File: src/design/isa_pkg.sv
package isa_pkg;

    localparam int XLEN     = 32;
    localparam int NUM_REGS = 32;

    typedef logic [XLEN-1:0]             word_t;     // data or address word
    typedef logic [$clog2(NUM_REGS)-1:0] reg_idx_t;  // gpr number

    // first fetch after reset
    localparam word_t RESET_PC = '0;

    // primary opcodes, instr[31:26]
    localparam logic [5:0] OP_SPECIAL = 6'b000000;   // r-type, decoded by funct
    localparam logic [5:0] OP_BEQ     = 6'b000100;
    localparam logic [5:0] OP_ADDIU   = 6'b001001;
    localparam logic [5:0] OP_LUI     = 6'b001111;
    localparam logic [5:0] OP_LW      = 6'b100011;
    localparam logic [5:0] OP_SW      = 6'b101011;

    // funct codes for OP_SPECIAL, instr[5:0]
    localparam logic [5:0] FN_ADDU = 6'b100001;
    localparam logic [5:0] FN_SUBU = 6'b100011;
    localparam logic [5:0] FN_AND  = 6'b100100;
    localparam logic [5:0] FN_OR   = 6'b100101;
    localparam logic [5:0] FN_SLT  = 6'b101010;

endpackage

File: src/design/pipe_pkg.sv
package pipe_pkg;

    typedef enum logic [2:0] {
        ALU_ADD,
        ALU_SUB,
        ALU_AND,
        ALU_OR,
        ALU_SLT,   // signed compare
        ALU_LUI    // upper half from operand b
    } alu_op_t;

    // fetch to decode
    typedef struct packed {
        logic           valid;
        isa_pkg::word_t pc;
        isa_pkg::word_t instr;
    } if_id_t;

    // decode to execute
    typedef struct packed {
        logic              valid;
        isa_pkg::word_t    pc;
        alu_op_t           alu_op;
        isa_pkg::word_t    src_a;       // rs value after forwarding
        isa_pkg::word_t    src_b;       // rt value after forwarding
        isa_pkg::word_t    imm;         // sign extended
        isa_pkg::word_t    store_data;
        isa_pkg::reg_idx_t dst;
        logic              reg_write;
        logic              load;
        logic              store;
        logic              branch;
        logic              use_imm;
    } id_exe_t;

    // execute to memory
    typedef struct packed {
        logic              valid;
        isa_pkg::word_t    pc;
        isa_pkg::word_t    result;      // alu result, also the data address
        isa_pkg::word_t    store_data;
        isa_pkg::reg_idx_t dst;
        logic              reg_write;
        logic              load;
        logic              store;
    } exe_mem_t;

    // memory to write-back
    typedef struct packed {
        logic              valid;
        isa_pkg::word_t    pc;
        isa_pkg::word_t    result;
        isa_pkg::reg_idx_t dst;
        logic              reg_write;
    } mem_wb_t;

    // a produced register value, for bypass and rf write
    typedef struct packed {
        logic              we;
        isa_pkg::reg_idx_t dst;
        isa_pkg::word_t    value;
    } fwd_t;

    // data port request, answered in the same cycle
    typedef struct packed {
        logic           enable;
        logic           write;
        isa_pkg::word_t addr;
        isa_pkg::word_t wdata;
    } dmem_req_t;

endpackage

File: src/design/fetch_stage.sv
`timescale 1ns/1ps

module fetch_stage (
    input  logic             aclk,
    input  logic             arst_n,
    input  logic             dep_stall,
    input  logic             branch_taken,
    input  isa_pkg::word_t   branch_target,
    output isa_pkg::word_t   inst_addr,
    input  isa_pkg::word_t   inst_rdata,
    output pipe_pkg::if_id_t if_id
);

    isa_pkg::word_t pc;

    assign inst_addr = pc;  // instruction port answers this cycle

    // branch redirect wins over a stall
    always_ff @(posedge aclk or negedge arst_n) begin
        if (!arst_n) begin
            pc <= isa_pkg::RESET_PC;
        end else if (branch_taken) begin
            pc <= branch_target;
        end else if (!dep_stall) begin
            pc <= pc + 32'd4;
        end
    end

    always_ff @(posedge aclk or negedge arst_n) begin
        if (!arst_n) begin
            if_id <= '0;
        end else if (branch_taken) begin
            if_id <= '0;  // wrong-path word dropped
        end else if (!dep_stall) begin
            if_id <= '{valid: 1'b1, pc: pc, instr: inst_rdata};
        end
    end

endmodule

File: src/design/reg_file.sv
`timescale 1ns/1ps

module reg_file (
    input  logic              aclk,
    input  logic              arst_n,
    input  isa_pkg::reg_idx_t ra,
    input  isa_pkg::reg_idx_t rb,
    output isa_pkg::word_t    rdata_a,
    output isa_pkg::word_t    rdata_b,
    input  pipe_pkg::fwd_t    wr
);

    isa_pkg::word_t regs [isa_pkg::NUM_REGS];

    always_ff @(posedge aclk or negedge arst_n) begin
        if (!arst_n) begin
            for (int i = 0; i < isa_pkg::NUM_REGS; i++) begin
                regs[i] <= '0;
            end
        end else if (wr.we && wr.dst != '0) begin
            regs[wr.dst] <= wr.value;
        end
    end

    // $0 is hardwired, a same-cycle write passes straight through
    assign rdata_a = (ra == '0)                  ? '0       :
                     (wr.we && wr.dst == ra)     ? wr.value : regs[ra];
    assign rdata_b = (rb == '0)                  ? '0       :
                     (wr.we && wr.dst == rb)     ? wr.value : regs[rb];

endmodule

File: src/design/decode_stage.sv
`timescale 1ns/1ps

module decode_stage (
    input  logic               aclk,
    input  logic               arst_n,
    input  pipe_pkg::if_id_t   if_id,
    input  pipe_pkg::exe_mem_t exe_mem,
    input  pipe_pkg::fwd_t     mem_fwd,
    input  pipe_pkg::fwd_t     wb_fwd,
    input  logic               branch_taken,
    output logic               dep_stall,
    output pipe_pkg::id_exe_t  id_exe
);

    logic [5:0]        opcode;
    logic [5:0]        funct;
    isa_pkg::reg_idx_t rs;
    isa_pkg::reg_idx_t rt;
    isa_pkg::reg_idx_t rd;
    isa_pkg::word_t    imm_sext;
    isa_pkg::word_t    rf_a;
    isa_pkg::word_t    rf_b;
    isa_pkg::word_t    opnd_a;
    isa_pkg::word_t    opnd_b;
    logic              uses_rs;
    logic              uses_rt;
    logic              exe_writes;
    pipe_pkg::id_exe_t id_exe_d;

    // newest value of a source: memory stage, then write-back, then rf
    function automatic isa_pkg::word_t pick_operand(
        input isa_pkg::reg_idx_t  src,
        input isa_pkg::word_t     rf_val,
        input pipe_pkg::exe_mem_t mem_stage,
        input pipe_pkg::fwd_t     mem_val,
        input pipe_pkg::fwd_t     wb_val
    );
        isa_pkg::word_t val;
        val = rf_val;
        if (src == '0) begin
            val = '0;
        end else if (mem_stage.valid && mem_stage.reg_write && mem_stage.dst == src) begin
            val = mem_val.value;  // includes load data
        end else if (wb_val.we && wb_val.dst == src) begin
            val = wb_val.value;
        end
        return val;
    endfunction

    assign opcode   = if_id.instr[31:26];
    assign rs       = if_id.instr[25:21];
    assign rt       = if_id.instr[20:16];
    assign rd       = if_id.instr[15:11];
    assign funct    = if_id.instr[5:0];
    assign imm_sext = {{16{if_id.instr[15]}}, if_id.instr[15:0]};

    reg_file u_reg_file (
        .aclk    (aclk),
        .arst_n  (arst_n),
        .ra      (rs),
        .rb      (rt),
        .rdata_a (rf_a),
        .rdata_b (rf_b),
        .wr      (wb_fwd)
    );

    assign opnd_a = pick_operand(rs, rf_a, exe_mem, mem_fwd, wb_fwd);
    assign opnd_b = pick_operand(rt, rf_b, exe_mem, mem_fwd, wb_fwd);

    always_comb begin
        id_exe_d            = '0;
        id_exe_d.valid      = if_id.valid;
        id_exe_d.pc         = if_id.pc;
        id_exe_d.alu_op     = pipe_pkg::ALU_ADD;
        id_exe_d.src_a      = opnd_a;
        id_exe_d.src_b      = opnd_b;
        id_exe_d.imm        = imm_sext;
        id_exe_d.store_data = opnd_b;
        id_exe_d.dst        = rd;
        uses_rs             = 1'b0;
        uses_rt             = 1'b0;
        case (opcode)
            isa_pkg::OP_SPECIAL: begin
                uses_rs            = 1'b1;
                uses_rt            = 1'b1;
                id_exe_d.reg_write = 1'b1;
                case (funct)
                    isa_pkg::FN_ADDU: id_exe_d.alu_op = pipe_pkg::ALU_ADD;
                    isa_pkg::FN_SUBU: id_exe_d.alu_op = pipe_pkg::ALU_SUB;
                    isa_pkg::FN_AND:  id_exe_d.alu_op = pipe_pkg::ALU_AND;
                    isa_pkg::FN_OR:   id_exe_d.alu_op = pipe_pkg::ALU_OR;
                    isa_pkg::FN_SLT:  id_exe_d.alu_op = pipe_pkg::ALU_SLT;
                    default:          id_exe_d.reg_write = 1'b0;  // treated as nop
                endcase
            end
            isa_pkg::OP_ADDIU: begin
                uses_rs            = 1'b1;
                id_exe_d.dst       = rt;
                id_exe_d.reg_write = 1'b1;
                id_exe_d.use_imm   = 1'b1;
            end
            isa_pkg::OP_LUI: begin
                id_exe_d.alu_op    = pipe_pkg::ALU_LUI;
                id_exe_d.dst       = rt;
                id_exe_d.reg_write = 1'b1;
                id_exe_d.use_imm   = 1'b1;
            end
            isa_pkg::OP_LW: begin
                uses_rs            = 1'b1;
                id_exe_d.dst       = rt;
                id_exe_d.reg_write = 1'b1;
                id_exe_d.load      = 1'b1;
                id_exe_d.use_imm   = 1'b1;
            end
            isa_pkg::OP_SW: begin
                uses_rs            = 1'b1;
                uses_rt            = 1'b1;  // store data
                id_exe_d.store     = 1'b1;
                id_exe_d.use_imm   = 1'b1;
            end
            isa_pkg::OP_BEQ: begin
                uses_rs            = 1'b1;
                uses_rt            = 1'b1;
                id_exe_d.branch    = 1'b1;
            end
            default: ;
        endcase
    end

    // execute result is not bypassed, so wait one cycle for it
    assign exe_writes = id_exe.valid && id_exe.reg_write && (id_exe.dst != '0);
    assign dep_stall  = if_id.valid && exe_writes &&
                        ((uses_rs && rs == id_exe.dst) || (uses_rt && rt == id_exe.dst));

    always_ff @(posedge aclk or negedge arst_n) begin
        if (!arst_n) begin
            id_exe <= '0;
        end else if (branch_taken || dep_stall) begin
            id_exe <= '0;  // bubble
        end else begin
            id_exe <= id_exe_d;
        end
    end

endmodule

File: src/design/execute_stage.sv
`timescale 1ns/1ps

module execute_stage (
    input  logic               aclk,
    input  logic               arst_n,
    input  pipe_pkg::id_exe_t  id_exe,
    output logic               branch_taken,
    output isa_pkg::word_t     branch_target,
    output pipe_pkg::exe_mem_t exe_mem
);

    isa_pkg::word_t alu_b;
    isa_pkg::word_t alu_out;
    logic           slt_bit;
    logic           operands_equal;

    assign alu_b   = id_exe.use_imm ? id_exe.imm : id_exe.src_b;
    assign slt_bit = $signed(id_exe.src_a) < $signed(alu_b);

    always_comb begin
        case (id_exe.alu_op)
            pipe_pkg::ALU_ADD: alu_out = id_exe.src_a + alu_b;
            pipe_pkg::ALU_SUB: alu_out = id_exe.src_a - alu_b;
            pipe_pkg::ALU_AND: alu_out = id_exe.src_a & alu_b;
            pipe_pkg::ALU_OR:  alu_out = id_exe.src_a | alu_b;
            pipe_pkg::ALU_SLT: alu_out = {{(isa_pkg::XLEN-1){1'b0}}, slt_bit};
            pipe_pkg::ALU_LUI: alu_out = {alu_b[15:0], 16'h0000};
            default:           alu_out = '0;
        endcase
    end

    // beq only, no delay slot
    assign operands_equal = (id_exe.src_a == id_exe.src_b);
    assign branch_taken   = id_exe.valid && id_exe.branch && operands_equal;
    assign branch_target  = id_exe.pc + 32'd4 + {id_exe.imm[29:0], 2'b00};

    always_ff @(posedge aclk or negedge arst_n) begin
        if (!arst_n) begin
            exe_mem <= '0;
        end else begin
            exe_mem <= '{
                valid:      id_exe.valid,
                pc:         id_exe.pc,
                result:     alu_out,
                store_data: id_exe.store_data,
                dst:        id_exe.dst,
                reg_write:  id_exe.reg_write,
                load:       id_exe.load,
                store:      id_exe.store
            };
        end
    end

endmodule

File: src/design/memory_stage.sv
`timescale 1ns/1ps

module memory_stage (
    input  logic                aclk,
    input  logic                arst_n,
    input  pipe_pkg::exe_mem_t  exe_mem,
    output pipe_pkg::dmem_req_t dmem_req,
    input  isa_pkg::word_t      dmem_rdata,
    output pipe_pkg::fwd_t      mem_fwd,
    output pipe_pkg::mem_wb_t   mem_wb
);

    isa_pkg::word_t mem_value;

    assign dmem_req.enable = exe_mem.valid && (exe_mem.load || exe_mem.store);
    assign dmem_req.write  = exe_mem.valid && exe_mem.store;
    assign dmem_req.addr   = exe_mem.result;
    assign dmem_req.wdata  = exe_mem.store_data;

    // read data is back in the same cycle
    assign mem_value = exe_mem.load ? dmem_rdata : exe_mem.result;

    assign mem_fwd.we    = exe_mem.valid && exe_mem.reg_write && (exe_mem.dst != '0);
    assign mem_fwd.dst   = exe_mem.dst;
    assign mem_fwd.value = mem_value;

    always_ff @(posedge aclk or negedge arst_n) begin
        if (!arst_n) begin
            mem_wb <= '0;
        end else begin
            mem_wb <= '{
                valid:     exe_mem.valid,
                pc:        exe_mem.pc,
                result:    mem_value,
                dst:       exe_mem.dst,
                reg_write: exe_mem.reg_write
            };
        end
    end

endmodule

File: src/design/mips_core_top.sv
`timescale 1ns/1ps

module mips_core_top (
    input  logic                aclk,
    input  logic                arst_n,
    output isa_pkg::word_t      inst_addr,
    input  isa_pkg::word_t      inst_rdata,
    output pipe_pkg::dmem_req_t dmem_req,
    input  isa_pkg::word_t      dmem_rdata,
    output isa_pkg::word_t      debug_wb_pc,
    output isa_pkg::word_t      debug_wb_rf_wdata,
    output logic [3:0]          debug_wb_rf_wen,
    output isa_pkg::reg_idx_t   debug_wb_rf_wnum
);

    pipe_pkg::if_id_t   if_id;
    pipe_pkg::id_exe_t  id_exe;
    pipe_pkg::exe_mem_t exe_mem;
    pipe_pkg::mem_wb_t  mem_wb;
    pipe_pkg::fwd_t     mem_fwd;
    pipe_pkg::fwd_t     wb_fwd;    // rf write port and last bypass source
    logic               dep_stall;
    logic               branch_taken;
    isa_pkg::word_t     branch_target;

    fetch_stage u_fetch_stage (
        .aclk          (aclk),
        .arst_n        (arst_n),
        .dep_stall     (dep_stall),
        .branch_taken  (branch_taken),
        .branch_target (branch_target),
        .inst_addr     (inst_addr),
        .inst_rdata    (inst_rdata),
        .if_id         (if_id)
    );

    decode_stage u_decode_stage (
        .aclk         (aclk),
        .arst_n       (arst_n),
        .if_id        (if_id),
        .exe_mem      (exe_mem),
        .mem_fwd      (mem_fwd),
        .wb_fwd       (wb_fwd),
        .branch_taken (branch_taken),
        .dep_stall    (dep_stall),
        .id_exe       (id_exe)
    );

    execute_stage u_execute_stage (
        .aclk          (aclk),
        .arst_n        (arst_n),
        .id_exe        (id_exe),
        .branch_taken  (branch_taken),
        .branch_target (branch_target),
        .exe_mem       (exe_mem)
    );

    memory_stage u_memory_stage (
        .aclk       (aclk),
        .arst_n     (arst_n),
        .exe_mem    (exe_mem),
        .dmem_req   (dmem_req),
        .dmem_rdata (dmem_rdata),
        .mem_fwd    (mem_fwd),
        .mem_wb     (mem_wb)
    );

    // writes to $0 never reach the rf or the trace
    assign wb_fwd.we    = mem_wb.valid && mem_wb.reg_write && (mem_wb.dst != '0);
    assign wb_fwd.dst   = mem_wb.dst;
    assign wb_fwd.value = mem_wb.result;

    // golden trace
    assign debug_wb_pc       = mem_wb.pc;
    assign debug_wb_rf_wdata = mem_wb.result;
    assign debug_wb_rf_wen   = wb_fwd.we ? 4'b1111 : 4'b0000;  // whole word or nothing
    assign debug_wb_rf_wnum  = mem_wb.dst;

endmodule

File: config.mk
export PLATFORM = sky130hd
export DESIGN_NAME = mips_core_top
export DESIGN_NICKNAME = d
export VERILOG_FILES = /design/src/design/isa_pkg.sv /design/src/design/pipe_pkg.sv /design/src/design/fetch_stage.sv /design/src/design/reg_file.sv /design/src/design/decode_stage.sv /design/src/design/execute_stage.sv /design/src/design/memory_stage.sv /design/src/design/mips_core_top.sv
export SDC_FILE = /design/constraint.sdc
export NUM_CORES = 2
export LEC_CHECK = 0
export BUFFER_PORTS_ARGS = -buffer_cell sky130_fd_sc_hd__buf_4
export CORE_MARGIN = 4
export CORE_UTILIZATION = 30
export CTS_CLUSTER_DIAMETER = 100
export DETAILED_ROUTE_END_ITERATION = 10
export SYNTH_ARGS = -nofsm -noshare
export SYNTH_HDL_FRONTEND = slang
export SYNTH_HIERARCHICAL = 1
export SYNTH_SLANG_ARGS = --single-unit
File: constraint.sdc
create_clock -name aclk -period 4.9 [get_ports aclk]
set_input_delay 1.47 -clock aclk [delete_from_list [all_inputs] [get_ports aclk]]
set_output_delay 1.47 -clock aclk [all_outputs]
set_load 0.01 [all_outputs]
; ---- Word-level counts from Yosys, hierarchy flattened
; Cells that the tools add are included.
[op_classes]
n_addsub = 5
n_mux = 35
eq_ne = 23
n_lt_le_gt_ge = 5
n_bitwise = 5
reduce_logical = 33
[ops]
columns = op, count
row1 = bitwise mux 1024 bit, 1
row2 = 2-to-1 mux 32 bit, 15
row3 = binary-select mux 32 bit (select 5 bit), 2
row4 = case mux 32 bit (6 select lines), 1
row5 = 2-to-1 mux 174 bit, 1
row6 = demux 32 bit (select 5 bit), 1
row7 = 2-to-1 mux 65 bit, 2
row8 = "adder 32 x 3 -> 32 bit, second input constant", 2
row9 = adder 32 bit, 2
row10 = "equality test 6 bit, second input constant", 7
row11 = bitwise AND 32 bit, 1
row12 = equality test 32 bit, 1
row13 = less-than comparator 32 bit, 1
row14 = bitwise OR 32 bit, 1
row15 = subtractor 32 bit, 1
row16 = equality test 5 bit, 6
row17 = logical AND 1 bit, 19
row18 = ">= comparator 6 bit, second input constant", 3
row19 = NOT 5 -> 6 bit, 3
row20 = "equality test 6 x 4 -> 1 bit, second input constant", 2
row21 = case mux 3 bit (4 select lines), 1
row22 = zero test 5 bit, 2
row23 = nonzero test 5 bit, 2
row24 = OR reduction 5 bit, 2
row25 = 16 further kinds, 27
[word_totals]
elab_cells = 168
reg_bits = 1471
inputBits = 66

; ---- Logic depth before layout (Yosys ltp)
[logic_depth]
depth_word = 8
depth_mapped = 17
mapped_depth_nobuf = 17

; ---- Modules after synthesis
; Netlist, hierarchy kept.
[modules_own_cells]
columns = mod, area_per_inst_um2, seq_area_each_um2, instances, cells_per_inst
row1 = reg_file, 54483.5, 25624.6, 1, 3719
row2 = execute_stage, 10005.8, 2627.5, 1, 1118
row3 = decode_stage, 6234.7, 3153.0, 1, 558
row4 = fetch_stage, 4399.2, 2427.3, 1, 410
row5 = memory_stage, 2723.9, 1776.7, 1, 180
row6 = mips_core_top, 38.8, 0.0, 1, 5

; ---- Worst setup path before layout
; Ideal clock, no wire load.
[synth_path]
path_type = flip-flop to flip-flop
start = register u_decode_stage/id_exe[0] (netlist name)
end = register u_execute_stage/exe_mem[67] (netlist name)
synth_period_minus_slack_ns = 3.876
setup_time_ns = 0.147
arrival_ns = 3.729
stages_incl_launch_ff = 17
required_ns = 4.753
slack_ns = 1.024
path_buffers = 4
path_cell_list = dfrtp_1 -> clkbuf_1 -> buf_1 -> buf_1 -> mux2i_1 -> ha_1 -> buf_4 -> inv_2 -> a21oi_1 -> o21ai_1 -> or4_4 -> o221ai_2 -> a221oi_2 -> a211o_1 -> o21a_1 -> xnor2_1 -> o221ai_1
[synth_via]
elab_chain_cells = 3
elab_cells_between_ends = 6
cone_classes = 2 x add/sub / 2 x mux / 2 x bitwise
[synth_rtl]
columns = item, line
row1 = 2-to-1 mux 32 bit (*), execute_stage.sv:17  ; assign alu_b = id_exe.use_imm ? id_exe.imm : id_exe.src_b;
row2 = subtractor 32 bit (tied with other cells), execute_stage.sv:23  ; pipe_pkg::ALU_SUB: alu_out = id_exe.src_a - alu_b;
row3 = case mux 32 bit (6 select lines) (*), execute_stage.sv:21  ; case (id_exe.alu_op)
row4 = named net u_execute_stage.alu_out[27], execute_stage.sv:13  ; isa_pkg::word_t alu_out;
; Mark *: on every way through the listed nets, which the timed path passes. The rest lies on a longest branch.
; A chain may end at the register's enable or synchronous reset.

; ---- Worst setup path in the final report
[layout_path]
start = register u_memory_stage/mem_wb[3] (netlist name)
end = output debug_wb_rf_wen[1]
[layout_via]
elab_chain_cells = 3
[layout_rtl]
columns = item, line
row1 = nonzero test 5 bit, mips_core_top.sv:69  ; assign wb_fwd.we = mem_wb.valid && mem_wb.reg_write && (mem_wb.dst != '0);
row2 = logical AND 1 bit, mips_core_top.sv:69
row3 = 2-to-1 mux 4 bit, mips_core_top.sv:76  ; assign debug_wb_rf_wen = wb_fwd.we ? 4'b1111 : 4'b0000;
row4 = to (decl), mips_core_top.sv:12  ; output logic [3:0] debug_wb_rf_wen,
; Every way passes these cells.

==> summary.txt <==
Status
  • Result of the run: complete, no violations

Power and ir drop
  • Net switching fraction of the power: 0.2787
  • NetSw: 8115 uW
  • Fraction of power consumed by the clock network: 0.420
  • Portion of total power attributed to combinational logic: 0.137
  • Internal power: 21000 uW
  • Leakage Power: 0.04034 uW
  • Peak supply drop: 301.2 uV
  • Register share of total power: 0.444
  • Power per standard cell area: 329.7 mW/mm^2

Synth
  • Mean cell area of the mapped netlist: 13.01 sq um
  • Net count of the mapped netlist: 6234
  • Post-synthesis instance area: 0.07783 sq mm
  • Synth warnings: 6
  • Gate Count Post-Synth: 5983

Layout
  • Final design utilization: 0.3431
  • Fraction of layout cells with a size suffix above 1: 0.3684
  • Finished Cell Area: 0.08831 sq mm
  • Number of nets in the final layout: 6180
  • Area added between synthesis and finish: 13.47%
  • Fill cell instance count of the final layout: 24967

Die
  • Area of the core: 0.2574 sq mm
  • Die X: 517.4 um
  • Placement row count: 186
  • Chip Height: 517.4 um
  • Top-level port count: 237
  • Overall die area: 0.2677 sq mm
  • Initial core utilization: 0.3024

Clocking
  • Post-CTS Resized: 0
  • Number of buffers added for setup after CTS: 0
  • Hold buffer count at cts: 0
  • CTS tree: done
  • Clock buffer count from CTS: 150
  • Clock Root Buffer: clkbuf_16
  • Clock tree buffer depth: 3
  • Later-pin clock latency in the skew report: 830 ps
  • Worst-path clk slew: 60 ps
  • CTS H-tree depth: 4
  • Number of clock sinks: 1423

Drt
  • Mean number of vias per cell: 5.744
  • ANT nets after route: 0
  • DRC violation total after the first TritonRoute iteration: 5909
  • Routed length per instance: 29.21 um
  • Via total after detailed routing: 54196
  • Final routed DRC violation total: 0
  • First drt pass iteration count: 5
  • Final wirelength: 275600 um

GRT
  • Number of antenna violations at the first check in global routing: 17
  • Overflow left after global routing: 0
  • Maximum number of pins on one net before global-route repair: 148
  • Vias in the first global route: 54396
  • Global router's overall resource usage: 0.2012
  • Wire length of the first global-routing pass: 397300 um

Critical path
  • Data required time of the worst path: 3430 ps
  • Arrival time of data at the critical path endpoint: 2670 ps
  • Cell count of the worst reg-to-reg path: 6
  • Path type of the worst setup path: register to output port
  • Ordered cell list for the critical path: or3_1, o311a_1, buf_4
  • Startpoint types: register
  • Slowest stage cell, crit path: o311a_1
  • Max incr delay on CP: 590 ps
  • Max Fanout on Critical Path: 16
  • Crit path capture type: output port

Timing
  • Final Critical Period: 4144 ps
  • Total negative slack: 0 ps
  • Final-report max-slew violation count: 0
  • Crit share post-route: 0.8458
  • Clock skew: 41.41 ps
  • Unrepaired setup endpoints after global routing: false
  • Final setup viols: 0
  • Slew at the pin with the worst max-slew slack: 1229 ps
  • Fin worst setup slack: 755.8 ps
  • Worst slew margin: 0.1790
  • Maximum clock frequency: 241.3 MHz
  • Number of hold violations in the final report: 0

Place
  • Number of buffers inserted by port buffering: 236
  • Routability congestion estimate from global placement: 0.9347
  • Instance area after placement: 0.08306 sq mm
  • Post-Place Setup Slack: 976.7 ps
  • DP HPWL: 180600 um

Run
  • Count of maximum capacitance violations: 0

Hold path
  • Hold Crit Class: register to register
  • Hold path cells: 0
==> flip-flops by register name (all words and copies together) (netlist names) <==
signal,count
u_decode_stage/u_reg_file/regs,1024
u_fetch_stage/inst_addr,32
u_decode_stage/id_exe,126
u_fetch_stage/if_id,65
u_execute_stage/exe_mem,105
u_memory_stage/mem_wb,71
==> routing by layer <==
metal | up-vias | track usage | wire [um]
li1 | 22188 | - | -
met1 | 28566 | 0.2680 | 112500
met2 | 2802 | 0.3158 | 126100
met3 | 632 | 0.04176 | 22810
met4 | 8 | 0.09066 | 14220
met5 | - | 0 | 46
==> worst paths after layout <==
| kind | startpoint | endpoint | slack, ps |
|---|---|---|---|
| worst min register to register | u_execute_stage/exe_mem[100] | u_memory_stage/mem_wb[66] | 350 |
| worst max register to register | u_memory_stage/mem_wb[3] | u_decode_stage/id_exe[81] | 850 |
| max in group asynchronous | arst_n | u_decode_stage/u_reg_file/regs[658] | 2980 |
| min in group asynchronous | arst_n | u_decode_stage/u_reg_file/regs[457] | 590 |
| worst max-delay path | u_memory_stage/mem_wb[3] | debug_wb_rf_wen[1] | 760 |
| worst min-delay path | u_execute_stage/exe_mem[100] | u_memory_stage/mem_wb[66] | 350 |
==> critical path: cells and delay by family, from the launching register on <==
kind	cells	cell delay [ps]
buffers and inverters	1	280
AND/OR/NAND/NOR	1	420
flip-flops	1	560
AO/OA/AOI/OAI	1	590
==> final cells by class <==
class	instances	area, sq um	area share
Sequential cell	1423	35640	0.4035
Tap cell	3384	4234	0.04794
Clock inverter	60	828.3	0.009379
Multi-Input combinational cell	3782	38700	0.4382
Clock buffer	211	4410	0.04994
Antenna cell	4	10.01	0.0001133
Inverter	115	431.7	0.004888
Timing Repair Buffer	457	4064	0.04602
==> stage by stage <==
stage / instances / total power (uW) / hold slack [ps]
final: 9436 / 29120 / 347.2
after detailed placement: 9161 / 17060 / 334.7
after global placement: 9157 / 17010 / 336.3
after floorplan: 5983 / 15220 / 331.2
after global routing: 9433 / 30110 / 356.5
after CTS: 9432 / 29320 / 348.5
==> cell usage in the layout (no fill, tap or decap), types with 136 or more instances in the layout <==
cell / n
a21oi_1: 180
a22oi_1: 136
buf_4: 407
clkbuf_16: 156
dfrtp_1: 1413
ha_1: 182
mux2_2: 1001
mux2i_1: 321
mux4_2: 422
nand2_1: 155
nor2_1: 256
==> power groups by stage <==
stage	clock [uW]	combinational (uW)	sequential [uW]
CTS	12400	3960	12900
global route	12900	4260	13000
floorplan	0	2360	12900
detailed placement	0	3940	13100
global placement	0	3910	13100
finish	12200	3980	12900
Note: power is estimated with default switching activity, not from simulation.
